### config.mk
export PLATFORM = sky130hd
export DESIGN_NAME = exu_top
export DESIGN_NICKNAME = d
export VERILOG_FILES = /design/src/rtl/exu_pkg.sv /design/src/rtl/exu_cmd_queue.sv /design/src/rtl/exu_ialu.sv /design/src/rtl/exu_regfile.sv /design/src/rtl/exu_result.sv /design/src/rtl/exu_top.sv
export SDC_FILE = /design/constraint.sdc
export NUM_CORES = 2
export LEC_CHECK = 0
export BUFFER_PORTS_ARGS = -buffer_cell sky130_fd_sc_hd__buf_4
export CELL_PAD_IN_SITES_DETAIL_PLACEMENT = 2
export CELL_PAD_IN_SITES_GLOBAL_PLACEMENT = 2
export CORE_UTILIZATION = 39
export CTS_CLUSTER_DIAMETER = 200
export CTS_CLUSTER_SIZE = 25
export DETAILED_ROUTE_END_ITERATION = 6
export PLACE_DENSITY_LB_ADDON = 0.1
export RECOVER_POWER = 25
export SYNTH_ARGS = -nofsm -noshare
export SYNTH_HDL_FRONTEND = slang
export SYNTH_SLANG_ARGS = --single-unit
### constraint.sdc
create_clock -name clk -period 7.95 [get_ports clk]
set_input_delay 0.795 -clock clk [delete_from_list [all_inputs] [get_ports clk]]
set_output_delay 0.795 -clock clk [all_outputs]
set_load 0.005 [all_outputs]
### src/rtl/exu_pkg.sv
// Execution stage package
// Widths, PC vectors and the command encodings shared by the
// queue, ALU and result unit

package exu_pkg;

    // --------------------
    // Widths
    // --------------------
    localparam int xlen           = 32;                  // Data and PC width
    localparam int reg_addr_width = 5;                   // 32-entry register file

    // --------------------
    // PC constants
    // --------------------
    localparam logic [xlen-1:0] rst_vector  = 32'h0000_0200; // Loaded at reset exit
    localparam logic [xlen-1:0] trap_vector = 32'h0000_0100; // Misaligned target trap
    localparam logic [xlen-1:0] jump_mask   = 32'hffff_fffe; // Clears bit 0 of a target

    // --------------------
    // Command encodings
    // --------------------

    // ALU operation
    // slt and sltu double as the blt and bltu compares
    typedef enum logic [3:0] {
        ialu_cmd_none = 4'd0,                             // No ALU work
        ialu_cmd_add  = 4'd1,
        ialu_cmd_sub  = 4'd2,
        ialu_cmd_and  = 4'd3,
        ialu_cmd_or   = 4'd4,
        ialu_cmd_xor  = 4'd5,
        ialu_cmd_sll  = 4'd6,                             // Shift by low 5 bits
        ialu_cmd_srl  = 4'd7,
        ialu_cmd_sra  = 4'd8,
        ialu_cmd_slt  = 4'd9,                             // Signed less than
        ialu_cmd_sltu = 4'd10,                            // Unsigned less than
        ialu_cmd_eq   = 4'd11,                            // Branch compares
        ialu_cmd_ne   = 4'd12,
        ialu_cmd_ge   = 4'd13,
        ialu_cmd_geu  = 4'd14
    } ialu_cmd_e;

    // Second ALU operand
    typedef enum logic {
        ialu_op_reg_reg = 1'b0,                           // rs1 op rs2
        ialu_op_reg_imm = 1'b1                            // rs1 op imm
    } ialu_op_e;

    // First input of the second adder
    typedef enum logic {
        sum2_op_pc_imm  = 1'b0,                           // PC + imm for jal, branches, auipc
        sum2_op_reg_imm = 1'b1                            // rs1 + imm for jalr
    } sum2_op_e;

    // Write-back source
    typedef enum logic [2:0] {
        rd_wb_none   = 3'd0,                              // No rd write
        rd_wb_ialu   = 3'd1,                              // ALU result
        rd_wb_sum2   = 3'd2,                              // Second adder
        rd_wb_imm    = 3'd3,                              // lui
        rd_wb_inc_pc = 3'd4                               // Link address
    } rd_wb_sel_e;

endpackage : exu_pkg

### src/rtl/exu_cmd_queue.sv
// Command queue
// Holds one decoded command between the decode stage and execution,
// with a req/rdy handshake and a flush on every PC redirect

`timescale 1ns/100ps

module exu_cmd_queue (
    input  logic                                   clk,
    input  logic                                   rst_n,

    // Decode side
    input  logic                                   cmd_req,        // Command offered
    output logic                                   cmd_rdy,        // Queue can take it
    input  exu_pkg::ialu_op_e                      ialu_op,
    input  exu_pkg::ialu_cmd_e                     ialu_cmd,
    input  exu_pkg::sum2_op_e                      sum2_op,
    input  exu_pkg::rd_wb_sel_e                    rd_wb_sel,
    input  logic                                   jump_req,
    input  logic                                   branch_req,
    input  logic [exu_pkg::reg_addr_width-1:0]     rs1_addr,
    input  logic [exu_pkg::reg_addr_width-1:0]     rs2_addr,
    input  logic [exu_pkg::reg_addr_width-1:0]     rd_addr,
    input  logic [exu_pkg::xlen-1:0]               imm,

    // Control from result unit
    input  logic                                   new_pc_req,     // Redirect this cycle
    input  logic                                   init_done,      // Reset exit finished

    // Stored command
    output logic                                   queue_vd,       // Entry valid
    output exu_pkg::ialu_op_e                      q_ialu_op,
    output exu_pkg::ialu_cmd_e                     q_ialu_cmd,
    output exu_pkg::sum2_op_e                      q_sum2_op,
    output exu_pkg::rd_wb_sel_e                    q_rd_wb_sel,
    output logic                                   q_jump_req,
    output logic                                   q_branch_req,
    output logic [exu_pkg::reg_addr_width-1:0]     q_rs1_addr,
    output logic [exu_pkg::reg_addr_width-1:0]     q_rs2_addr,
    output logic [exu_pkg::reg_addr_width-1:0]     q_rd_addr,
    output logic [exu_pkg::xlen-1:0]               q_imm
);

logic cmd_hs;                                               // Handshake this edge

// Every command retires in one cycle, only reset exit holds off decode
assign cmd_rdy = init_done;
assign cmd_hs  = cmd_req & cmd_rdy;

// --------------------
// Valid bit
// --------------------
always_ff @(posedge clk, negedge rst_n) begin
    if (~rst_n) begin
        queue_vd <= 1'b0;
    end else begin
        queue_vd <= cmd_hs & ~new_pc_req;                   // Drop a command behind a redirect
    end
end

// --------------------
// Command fields
// --------------------
always_ff @(posedge clk) begin
    if (cmd_hs) begin
        q_ialu_op    <= ialu_op;
        q_ialu_cmd   <= ialu_cmd;
        q_sum2_op    <= sum2_op;
        q_rd_wb_sel  <= rd_wb_sel;
        q_jump_req   <= jump_req;
        q_branch_req <= branch_req;
        q_rs1_addr   <= rs1_addr;
        q_rs2_addr   <= rs2_addr;
        q_rd_addr    <= rd_addr;
        q_imm        <= imm;
    end
end

endmodule : exu_cmd_queue

### src/rtl/exu_ialu.sv
// Integer ALU
// Arithmetic, logic, shifts and set-less-than, the branch comparator
// and the second adder used for jump, branch and auipc targets

`timescale 1ns/100ps

module exu_ialu (
    input  exu_pkg::ialu_op_e              ialu_op,        // rs2 or imm
    input  exu_pkg::ialu_cmd_e             ialu_cmd,
    input  exu_pkg::sum2_op_e              sum2_op,        // PC or rs1
    input  logic [exu_pkg::xlen-1:0]       rs1_data,
    input  logic [exu_pkg::xlen-1:0]       rs2_data,
    input  logic [exu_pkg::xlen-1:0]       imm,
    input  logic [exu_pkg::xlen-1:0]       curr_pc,
    output logic [exu_pkg::xlen-1:0]       ialu_res,       // ALU result
    output logic                           ialu_cmp,       // Branch condition
    output logic [exu_pkg::xlen-1:0]       sum2_res        // Target or address
);

localparam int msb = exu_pkg::xlen - 1;

logic [exu_pkg::xlen-1:0]   op1;
logic [exu_pkg::xlen-1:0]   op2;
logic [exu_pkg::xlen:0]     diff;                           // Extra bit is the borrow
logic [4:0]                 shamt;
logic                       eq;
logic                       lt;
logic                       ltu;
logic [exu_pkg::xlen-1:0]   sum2_op1;

// --------------------
// Operand select
// --------------------
assign op1      = rs1_data;
assign op2      = (ialu_op == exu_pkg::ialu_op_reg_reg) ? rs2_data : imm;
assign sum2_op1 = (sum2_op == exu_pkg::sum2_op_pc_imm) ? curr_pc : rs1_data;

// --------------------
// Shared subtractor
// --------------------
assign diff  = {1'b0, op1} - {1'b0, op2};
assign eq    = (op1 == op2);
assign ltu   = diff[exu_pkg::xlen];                         // Borrow out
assign lt    = (op1[msb] ^ op2[msb]) ? op1[msb] : diff[msb]; // Signs differ or sub sign
assign shamt = op2[4:0];

// Branch comparator
always_comb begin
    case (ialu_cmd)
        exu_pkg::ialu_cmd_eq   : ialu_cmp = eq;
        exu_pkg::ialu_cmd_ne   : ialu_cmp = ~eq;
        exu_pkg::ialu_cmd_slt  : ialu_cmp = lt;             // Also blt
        exu_pkg::ialu_cmd_ge   : ialu_cmp = ~lt;
        exu_pkg::ialu_cmd_sltu : ialu_cmp = ltu;            // Also bltu
        exu_pkg::ialu_cmd_geu  : ialu_cmp = ~ltu;
        default                : ialu_cmp = 1'b0;
    endcase
end

// --------------------
// Result mux
// --------------------
always_comb begin
    case (ialu_cmd)
        exu_pkg::ialu_cmd_add : ialu_res = op1 + op2;
        exu_pkg::ialu_cmd_sub : ialu_res = diff[msb:0];
        exu_pkg::ialu_cmd_and : ialu_res = op1 & op2;
        exu_pkg::ialu_cmd_or  : ialu_res = op1 | op2;
        exu_pkg::ialu_cmd_xor : ialu_res = op1 ^ op2;
        exu_pkg::ialu_cmd_sll : ialu_res = op1 << shamt;
        exu_pkg::ialu_cmd_srl : ialu_res = op1 >> shamt;
        exu_pkg::ialu_cmd_sra : ialu_res = $signed(op1) >>> shamt;
        exu_pkg::ialu_cmd_none: ialu_res = '0;
        default               : ialu_res = {{msb{1'b0}}, ialu_cmp}; // slt, sltu and compares
    endcase
end

// Second adder
assign sum2_res = sum2_op1 + imm;

endmodule : exu_ialu

### src/rtl/exu_regfile.sv
// Integer register file
// 32 x 32 bits, x0 reads as zero, two combinational read ports and
// one write port

`timescale 1ns/100ps

module exu_regfile (
    input  logic                                   clk,
    input  logic                                   rst_n,
    input  logic [exu_pkg::reg_addr_width-1:0]     rs1_addr,   // Read port 1
    output logic [exu_pkg::xlen-1:0]               rs1_data,
    input  logic [exu_pkg::reg_addr_width-1:0]     rs2_addr,   // Read port 2
    output logic [exu_pkg::xlen-1:0]               rs2_data,
    input  logic                                   w_req,      // Write port
    input  logic [exu_pkg::reg_addr_width-1:0]     w_addr,
    input  logic [exu_pkg::xlen-1:0]               w_data
);

logic [exu_pkg::xlen-1:0] regs [1:31];                      // x1..x31 only

always_ff @(posedge clk, negedge rst_n) begin
    if (~rst_n) begin
        for (int i = 1; i < 32; i++) begin
            regs[i] <= '0;
        end
    end else if (w_req & (w_addr != '0)) begin              // x0 writes dropped
        regs[w_addr] <= w_data;
    end
end

// Combinational reads so the next command sees the last write
assign rs1_data = (rs1_addr == '0) ? '0 : regs[rs1_addr];
assign rs2_data = (rs2_addr == '0) ? '0 : regs[rs2_addr];

endmodule : exu_regfile

### src/rtl/exu_result.sv
// Result unit
// Owns the PC and the reset-exit sequencer, picks the next PC, raises
// the misaligned-target exception and selects the write-back data

`timescale 1ns/100ps

module exu_result (
    input  logic                                   clk,
    input  logic                                   rst_n,

    // Queued command
    input  logic                                   queue_vd,
    input  logic                                   jump_req,
    input  logic                                   branch_req,
    input  exu_pkg::rd_wb_sel_e                    rd_wb_sel,
    input  logic [exu_pkg::reg_addr_width-1:0]     rd_addr,
    input  logic [exu_pkg::xlen-1:0]               imm,

    // ALU results
    input  logic [exu_pkg::xlen-1:0]               ialu_res,
    input  logic                                   ialu_cmp,
    input  logic [exu_pkg::xlen-1:0]               sum2_res,

    // PC and control
    output logic [exu_pkg::xlen-1:0]               curr_pc,
    output logic                                   new_pc_req,  // Redirect request
    output logic [exu_pkg::xlen-1:0]               new_pc,
    output logic                                   init_done,   // Reset exit over
    output logic                                   exc_req,     // Misaligned target
    output logic                                   instret,     // Command retired

    // Write-back
    output logic                                   rd_w_req,
    output logic [exu_pkg::reg_addr_width-1:0]     rd_w_addr,
    output logic [exu_pkg::xlen-1:0]               rd_w_data
);

logic [3:0]                 init_pc_v;                      // Reset-exit shifter
logic                       init_pc;                        // One-cycle reset vector pulse
logic                       take_jb;                        // Jump or taken branch
logic [exu_pkg::xlen-1:0]   jb_target;
logic [exu_pkg::xlen-1:0]   inc_pc;

// --------------------
// Reset exit
// --------------------
always_ff @(posedge clk, negedge rst_n) begin
    if (~rst_n) begin
        init_pc_v <= '0;
    end else if (~&init_pc_v) begin
        init_pc_v <= {init_pc_v[2:0], 1'b1};                // Fills one bit per edge
    end
end

assign init_pc   = ~init_pc_v[3] & init_pc_v[2];            // After third edge
assign init_done = init_pc_v[3];

// --------------------
// Transfer and exception
// --------------------
assign take_jb   = queue_vd & (jump_req | (branch_req & ialu_cmp));
assign jb_target = sum2_res & exu_pkg::jump_mask;
assign exc_req   = take_jb & jb_target[1];                  // Not word aligned
assign instret   = queue_vd;                                // Single-cycle execute
assign inc_pc    = curr_pc + exu_pkg::xlen'(4);

// Exception also redirects so the queue gets flushed
assign new_pc_req = init_pc | take_jb;

always_comb begin
    if (init_pc) begin
        new_pc = exu_pkg::rst_vector;
    end else if (exc_req) begin
        new_pc = exu_pkg::trap_vector;
    end else begin
        new_pc = jb_target;
    end
end

// PC moves at the edge ending a retire cycle
always_ff @(posedge clk, negedge rst_n) begin
    if (~rst_n) begin
        curr_pc <= exu_pkg::rst_vector;
    end else if (instret) begin
        curr_pc <= new_pc_req ? new_pc : inc_pc;
    end
end

// --------------------
// Write-back
// --------------------
assign rd_w_req  = queue_vd & (rd_wb_sel != exu_pkg::rd_wb_none) & ~exc_req;
assign rd_w_addr = rd_addr;

always_comb begin
    case (rd_wb_sel)
        exu_pkg::rd_wb_sum2   : rd_w_data = sum2_res;
        exu_pkg::rd_wb_imm    : rd_w_data = imm;
        exu_pkg::rd_wb_inc_pc : rd_w_data = inc_pc;        // Link address
        default               : rd_w_data = ialu_res;
    endcase
end

endmodule : exu_result

### src/rtl/exu_top.sv
// Execution stage top
// Connects the command queue, register file, integer ALU and
// result unit of the RV32I execution stage

`timescale 1ns/100ps

module exu_top (
    input  logic                                   clk,
    input  logic                                   rst_n,

    // Decode side
    input  logic                                   cmd_req,
    output logic                                   cmd_rdy,
    input  exu_pkg::ialu_op_e                      ialu_op,
    input  exu_pkg::ialu_cmd_e                     ialu_cmd,
    input  exu_pkg::sum2_op_e                      sum2_op,
    input  exu_pkg::rd_wb_sel_e                    rd_wb_sel,
    input  logic                                   jump_req,
    input  logic                                   branch_req,
    input  logic [exu_pkg::reg_addr_width-1:0]     rs1_addr,
    input  logic [exu_pkg::reg_addr_width-1:0]     rs2_addr,
    input  logic [exu_pkg::reg_addr_width-1:0]     rd_addr,
    input  logic [exu_pkg::xlen-1:0]               imm,

    // Status and PC
    output logic                                   instret,
    output logic                                   exc_req,
    output logic                                   new_pc_req,
    output logic [exu_pkg::xlen-1:0]               new_pc,
    output logic [exu_pkg::xlen-1:0]               curr_pc,

    // Write-back
    output logic                                   rd_w_req,
    output logic [exu_pkg::reg_addr_width-1:0]     rd_w_addr,
    output logic [exu_pkg::xlen-1:0]               rd_w_data
);

// --------------------
// Internal nets
// --------------------
logic                                   queue_vd;
exu_pkg::ialu_op_e                      q_ialu_op;
exu_pkg::ialu_cmd_e                     q_ialu_cmd;
exu_pkg::sum2_op_e                      q_sum2_op;
exu_pkg::rd_wb_sel_e                    q_rd_wb_sel;
logic                                   q_jump_req;
logic                                   q_branch_req;
logic [exu_pkg::reg_addr_width-1:0]     q_rs1_addr;
logic [exu_pkg::reg_addr_width-1:0]     q_rs2_addr;
logic [exu_pkg::reg_addr_width-1:0]     q_rd_addr;
logic [exu_pkg::xlen-1:0]               q_imm;
logic [exu_pkg::xlen-1:0]               rs1_data;
logic [exu_pkg::xlen-1:0]               rs2_data;
logic [exu_pkg::xlen-1:0]               ialu_res;
logic                                   ialu_cmp;
logic [exu_pkg::xlen-1:0]               sum2_res;
logic                                   init_done;

exu_cmd_queue u_queue (
    .clk          (clk),
    .rst_n        (rst_n),
    .cmd_req      (cmd_req),
    .cmd_rdy      (cmd_rdy),
    .ialu_op      (ialu_op),
    .ialu_cmd     (ialu_cmd),
    .sum2_op      (sum2_op),
    .rd_wb_sel    (rd_wb_sel),
    .jump_req     (jump_req),
    .branch_req   (branch_req),
    .rs1_addr     (rs1_addr),
    .rs2_addr     (rs2_addr),
    .rd_addr      (rd_addr),
    .imm          (imm),
    .new_pc_req   (new_pc_req),       // Flush on redirect
    .init_done    (init_done),
    .queue_vd     (queue_vd),
    .q_ialu_op    (q_ialu_op),
    .q_ialu_cmd   (q_ialu_cmd),
    .q_sum2_op    (q_sum2_op),
    .q_rd_wb_sel  (q_rd_wb_sel),
    .q_jump_req   (q_jump_req),
    .q_branch_req (q_branch_req),
    .q_rs1_addr   (q_rs1_addr),
    .q_rs2_addr   (q_rs2_addr),
    .q_rd_addr    (q_rd_addr),
    .q_imm        (q_imm)
);

exu_regfile u_regfile (
    .clk      (clk),
    .rst_n    (rst_n),
    .rs1_addr (q_rs1_addr),
    .rs1_data (rs1_data),
    .rs2_addr (q_rs2_addr),
    .rs2_data (rs2_data),
    .w_req    (rd_w_req),
    .w_addr   (rd_w_addr),
    .w_data   (rd_w_data)
);

exu_ialu u_ialu (
    .ialu_op  (q_ialu_op),
    .ialu_cmd (q_ialu_cmd),
    .sum2_op  (q_sum2_op),
    .rs1_data (rs1_data),
    .rs2_data (rs2_data),
    .imm      (q_imm),
    .curr_pc  (curr_pc),
    .ialu_res (ialu_res),
    .ialu_cmp (ialu_cmp),
    .sum2_res (sum2_res)
);

exu_result u_result (
    .clk        (clk),
    .rst_n      (rst_n),
    .queue_vd   (queue_vd),
    .jump_req   (q_jump_req),
    .branch_req (q_branch_req),
    .rd_wb_sel  (q_rd_wb_sel),
    .rd_addr    (q_rd_addr),
    .imm        (q_imm),
    .ialu_res   (ialu_res),
    .ialu_cmp   (ialu_cmp),
    .sum2_res   (sum2_res),
    .curr_pc    (curr_pc),
    .new_pc_req (new_pc_req),
    .new_pc     (new_pc),
    .init_done  (init_done),
    .exc_req    (exc_req),
    .instret    (instret),
    .rd_w_req   (rd_w_req),
    .rd_w_addr  (rd_w_addr),
    .rd_w_data  (rd_w_data)
);

endmodule : exu_top

==> impl_results.md <==
- Finished Cell Area: 91600 um2
- Final setup viols: 1042
- Layout net count: 7762
- Die Wd: 427 um
- Overall Power: 15.3 mW
- Synth cell types: 114
- Final wirelength: 461000 um
- Core Util, Final: 51.2%
- FMAX: 0.109 GHz
- Async SR Flop Fraction: 94.7%
- WL/cell: 46.3 um
- Drt pass-1 iters: 6
- Clock sink count: 1086
- Hold Vio Cnt, Final: 0
- Vias per inst: 7.25
- DR vias: 72200
- Share of cells above drive strength 1: 40.1%
- Worst Setup SP: u_queue.q_rs2_addr[0]
- Ports: 167
- CTS tree: yes
- RSZ-0062 raised after global routing: true
- Slew Limit Headroom: -213%
- Failing checks: max-capacitance violations, max-slew violations, negative setup slack
- Worst-case clock buffer depth: 3
- P_int: 9.23 mW
- DRC: 0
- Most Crowded Layer GR: met2
- Worst Setup Path Type: reg -> out
- Clk slew on worst S/H paths: 0.12 ns
- Switching share of power: 39.6%
- Placed Instance Area: 80100 um2
- Met2 GRT Util: 62.6%
- Syn Area/Cell: 10.3 um2
- Worst Tran Pin Value: 4.70 ns
- Max Cap Violations: 6
- Final setup TNS: -625.16 ns
- Hold Path Class: in -> reg
- CTS root buffer: clkbuf_16
- Starting Density: 39.4%
- Final worst slack: -1.22 ns
- Die Ht: 427 um
- CP max stage delay: 0.78 ns
- Crit path time final: 9.17 ns
- Initial antenna violation count: 39
- Crit path DAT: 8.38 ns
- Cell Area, Synth: 70600 um2
- Global routing usage on met3: 6.96%
- Layout Cells excl Fill: 9962
- Core box area: 179000 um2
- Die area: 183000 um2
- Crit share post-route: 115%
- DRT iter0 DRCs: 9533
- EDFF count, synth: 58
- Row count: 155
- Worst-path maximum fanout: 5
- Final Max Slew Viols: 447
- P per Cell Area: 167 nW/um2
- Top FF cell, synth: dfrtp_1
- Antenna viol nets, final: 0
- GR Util met1: 52.5%
- Dpl ws: -0.509 ns
- Grt total ovfl: 0
- Slowest cell on the critical path: nor2_1
- GRT Resource Usage Total: 40.4%
- Combinational power share: 34.6%
- Largest net degree at the start of global routing: 155
- Net Switching: 6.07 mW
- Clk pwr share: 22.0%
- Number of buffers created by CTS: 50
- GPL Wtd Cong: 1.04
- H-tree Lvls: 2
- Power share of the sequential group: 43.4%
- HP Start: rs1_addr[1]
- Placed cells: 9561
- Crit path launch type: flop
- Register bit count reported by yosys: 1086
- Port bufs: 164
- WP buf/inv: 9
- Synth Instances: 6856
- Worst skew pair latency: 0.82 ns
- R2r startpoint: u_queue.q_rs2_addr[0]
- Synth Warn #: 0
- Top Family by Delay on Critical Path: compound AO/OA/AOI/OAI gates
- Sequential area share after synthesis: 38.9%
- Placed wire-length estimate: 275000 um
- Vias in the first global route: 68800
- Critical Path End Type: output pin
- Max Clock Skew: 0.0787 ns
- First-pass GRT wire length: 528000 um
- Layout area overhead: 29.9%
- Peak supply drop: 176 uV
- Hold_ws: 0.180 ns
- Required time worst endpoint: 7.15 ns
- LEAKAGE: 38.7 nW
- Outcome: finished with violations
-- metal layers --
metal  wire (um)  share of wire [%]  up-vias
met2      199000                 43     5262
met1      163000                 35    38000
met5         278              0.060        -
met3       51700                 11     1895
li1            -                  -    27000
met4       48100                 10       36
-- worst register-to-register path: cells and delay by family, from the launching register on --
kind | cells | cell delay (ns)
muxes | 2 | 1.15
xor gates and xnor gates | 1 | 0.16
adders and majority gates | 2 | 0.85
and+or+nand+nor | 8 | 1.49
AOI/OAI and AO/OA | 10 | 2.24
DFF | 1 | 0.37
buffers and inverters | 19 | 2.73
-- layout by cell type, fill, tap and decap left out, types with 174 or more instances in the layout --
master / synthesis / routed
nand2_1: 829 / 581
buf_12: 2 / 200
mux2i_1: 356 / 345
mux2_2: 282 / 193
dfrtp_1: 1027 / 1026
nor2_1: 558 / 411
a21oi_1: 296 / 222
o21ai_0: 614 / 391
nand2_4: 0 / 174
o21ai_2: 4 / 176
mux4_2: 445 / 447
buf_4: 59 / 746
-- registers in the layout, indices dropped and copies added, names as in the netlist --
signal                count
u_result.curr_pc         31
u_queue.q_sum2_op         1
u_queue.q_ialu_cmd        4
u_queue.q_rs1_addr        5
u_queue.q_branch_req      1
u_queue.q_imm            32
u_queue.q_jump_req        1
u_queue.q_ialu_op         1
u_queue.q_rd_wb_sel       3
u_result.init_pc_v        4
u_regfile.regs          992
u_queue.q_rd_addr         5
u_queue.q_rs2_addr        5
u_queue.queue_vd          1
-- cells in the mapped netlist (45+ instances only) --
cell type / n / area, um2
a22oi_1: 46 / 345
nor2_1: 558 / 2090
a221oi_1: 66 / 578
ha_1: 129 / 1610
buf_4: 59 / 443
dfrtp_1: 1027 / 25700
a31oi_1: 96 / 601
buf_1: 48 / 180
mux2_2: 282 / 3180
nand2_1: 829 / 3110
nand2b_1: 45 / 282
mux2i_1: 356 / 3560
clkbuf_1: 376 / 1410
o22ai_1: 65 / 407
inv_1: 149 / 559
mux4_2: 445 / 10000
o21ai_1: 65 / 325
o31ai_1: 141 / 1060
a21oi_1: 296 / 1480
nor3_1: 62 / 310
nand3_1: 60 / 300
o21ai_0: 614 / 3070
buf_2: 113 / 566
edfxtp_1: 58 / 1740
-- cell type report --
| cell class | count | area, um2 |
|---|---|---|
| well taps | 2355 | 2950 |
| clock buffers | 61 | 1310 |
| diodes | 25 | 62.6 |
| flip-flops and latches | 1086 | 27500 |
| clock inverters | 5 | 73.8 |
| fillers | 17400 | 87400 |
| inverters | 164 | 638 |
| repair buffers | 1297 | 14600 |
| multi-input cells | 4969 | 44500 |
-- path summary, 6_finish.rpt --
kind	endpoint	slack, ns	cells past startpoint
min	u_queue.q_rs1_addr[1]	0.18	1
min in group asynchronous	u_result.init_pc_v[1]	2.22	2
max	rd_w_data[31]	-1.22	30
max reg2reg	u_regfile.regs[153]	-1.20	42
min reg2reg	u_result.init_pc_v[1]	0.37	0
max in group asynchronous	u_regfile.regs[135]	0.91	4
-- what timing repair did --
item                                     CTS  global route
gates resized for setup                  237          1478
endpoints found under the hold margin     12             0
endpoints found under the setup margin  1019           786
hold buffers                               1             0
pin swaps                                 78           317
buffers inserted                          70           130
cloned                                    10           115
-- power by group through the flow --
stage	Clock, mW	Sequential [mW]	Combinational (mW)
after floorplan	0	6.36	2.35
final	3.36	6.64	5.30
after global placement	0	6.55	4.29
after CTS	3.29	6.49	4.66
after global routing	3.48	6.65	5.42
after detailed placement	0	6.59	4.41
-- kinds of logic (layout without fill, tap and decap cells) --
logic type      after synthesis  count (layout)  share of synthesized area, %
compound gates             1841            1841                          16.8
simple gates               1816            1816                          11.5
xor+xnor                     62              62                         0.770
mux                        1114            1114                          24.5
flops                      1086            1086                          38.9
fa+ha+maj                   133             133                          2.40
buf+inv                     802            1527                          5.20
other cells                   2              28                        0.0106
(Power assumes the default switching activity.)
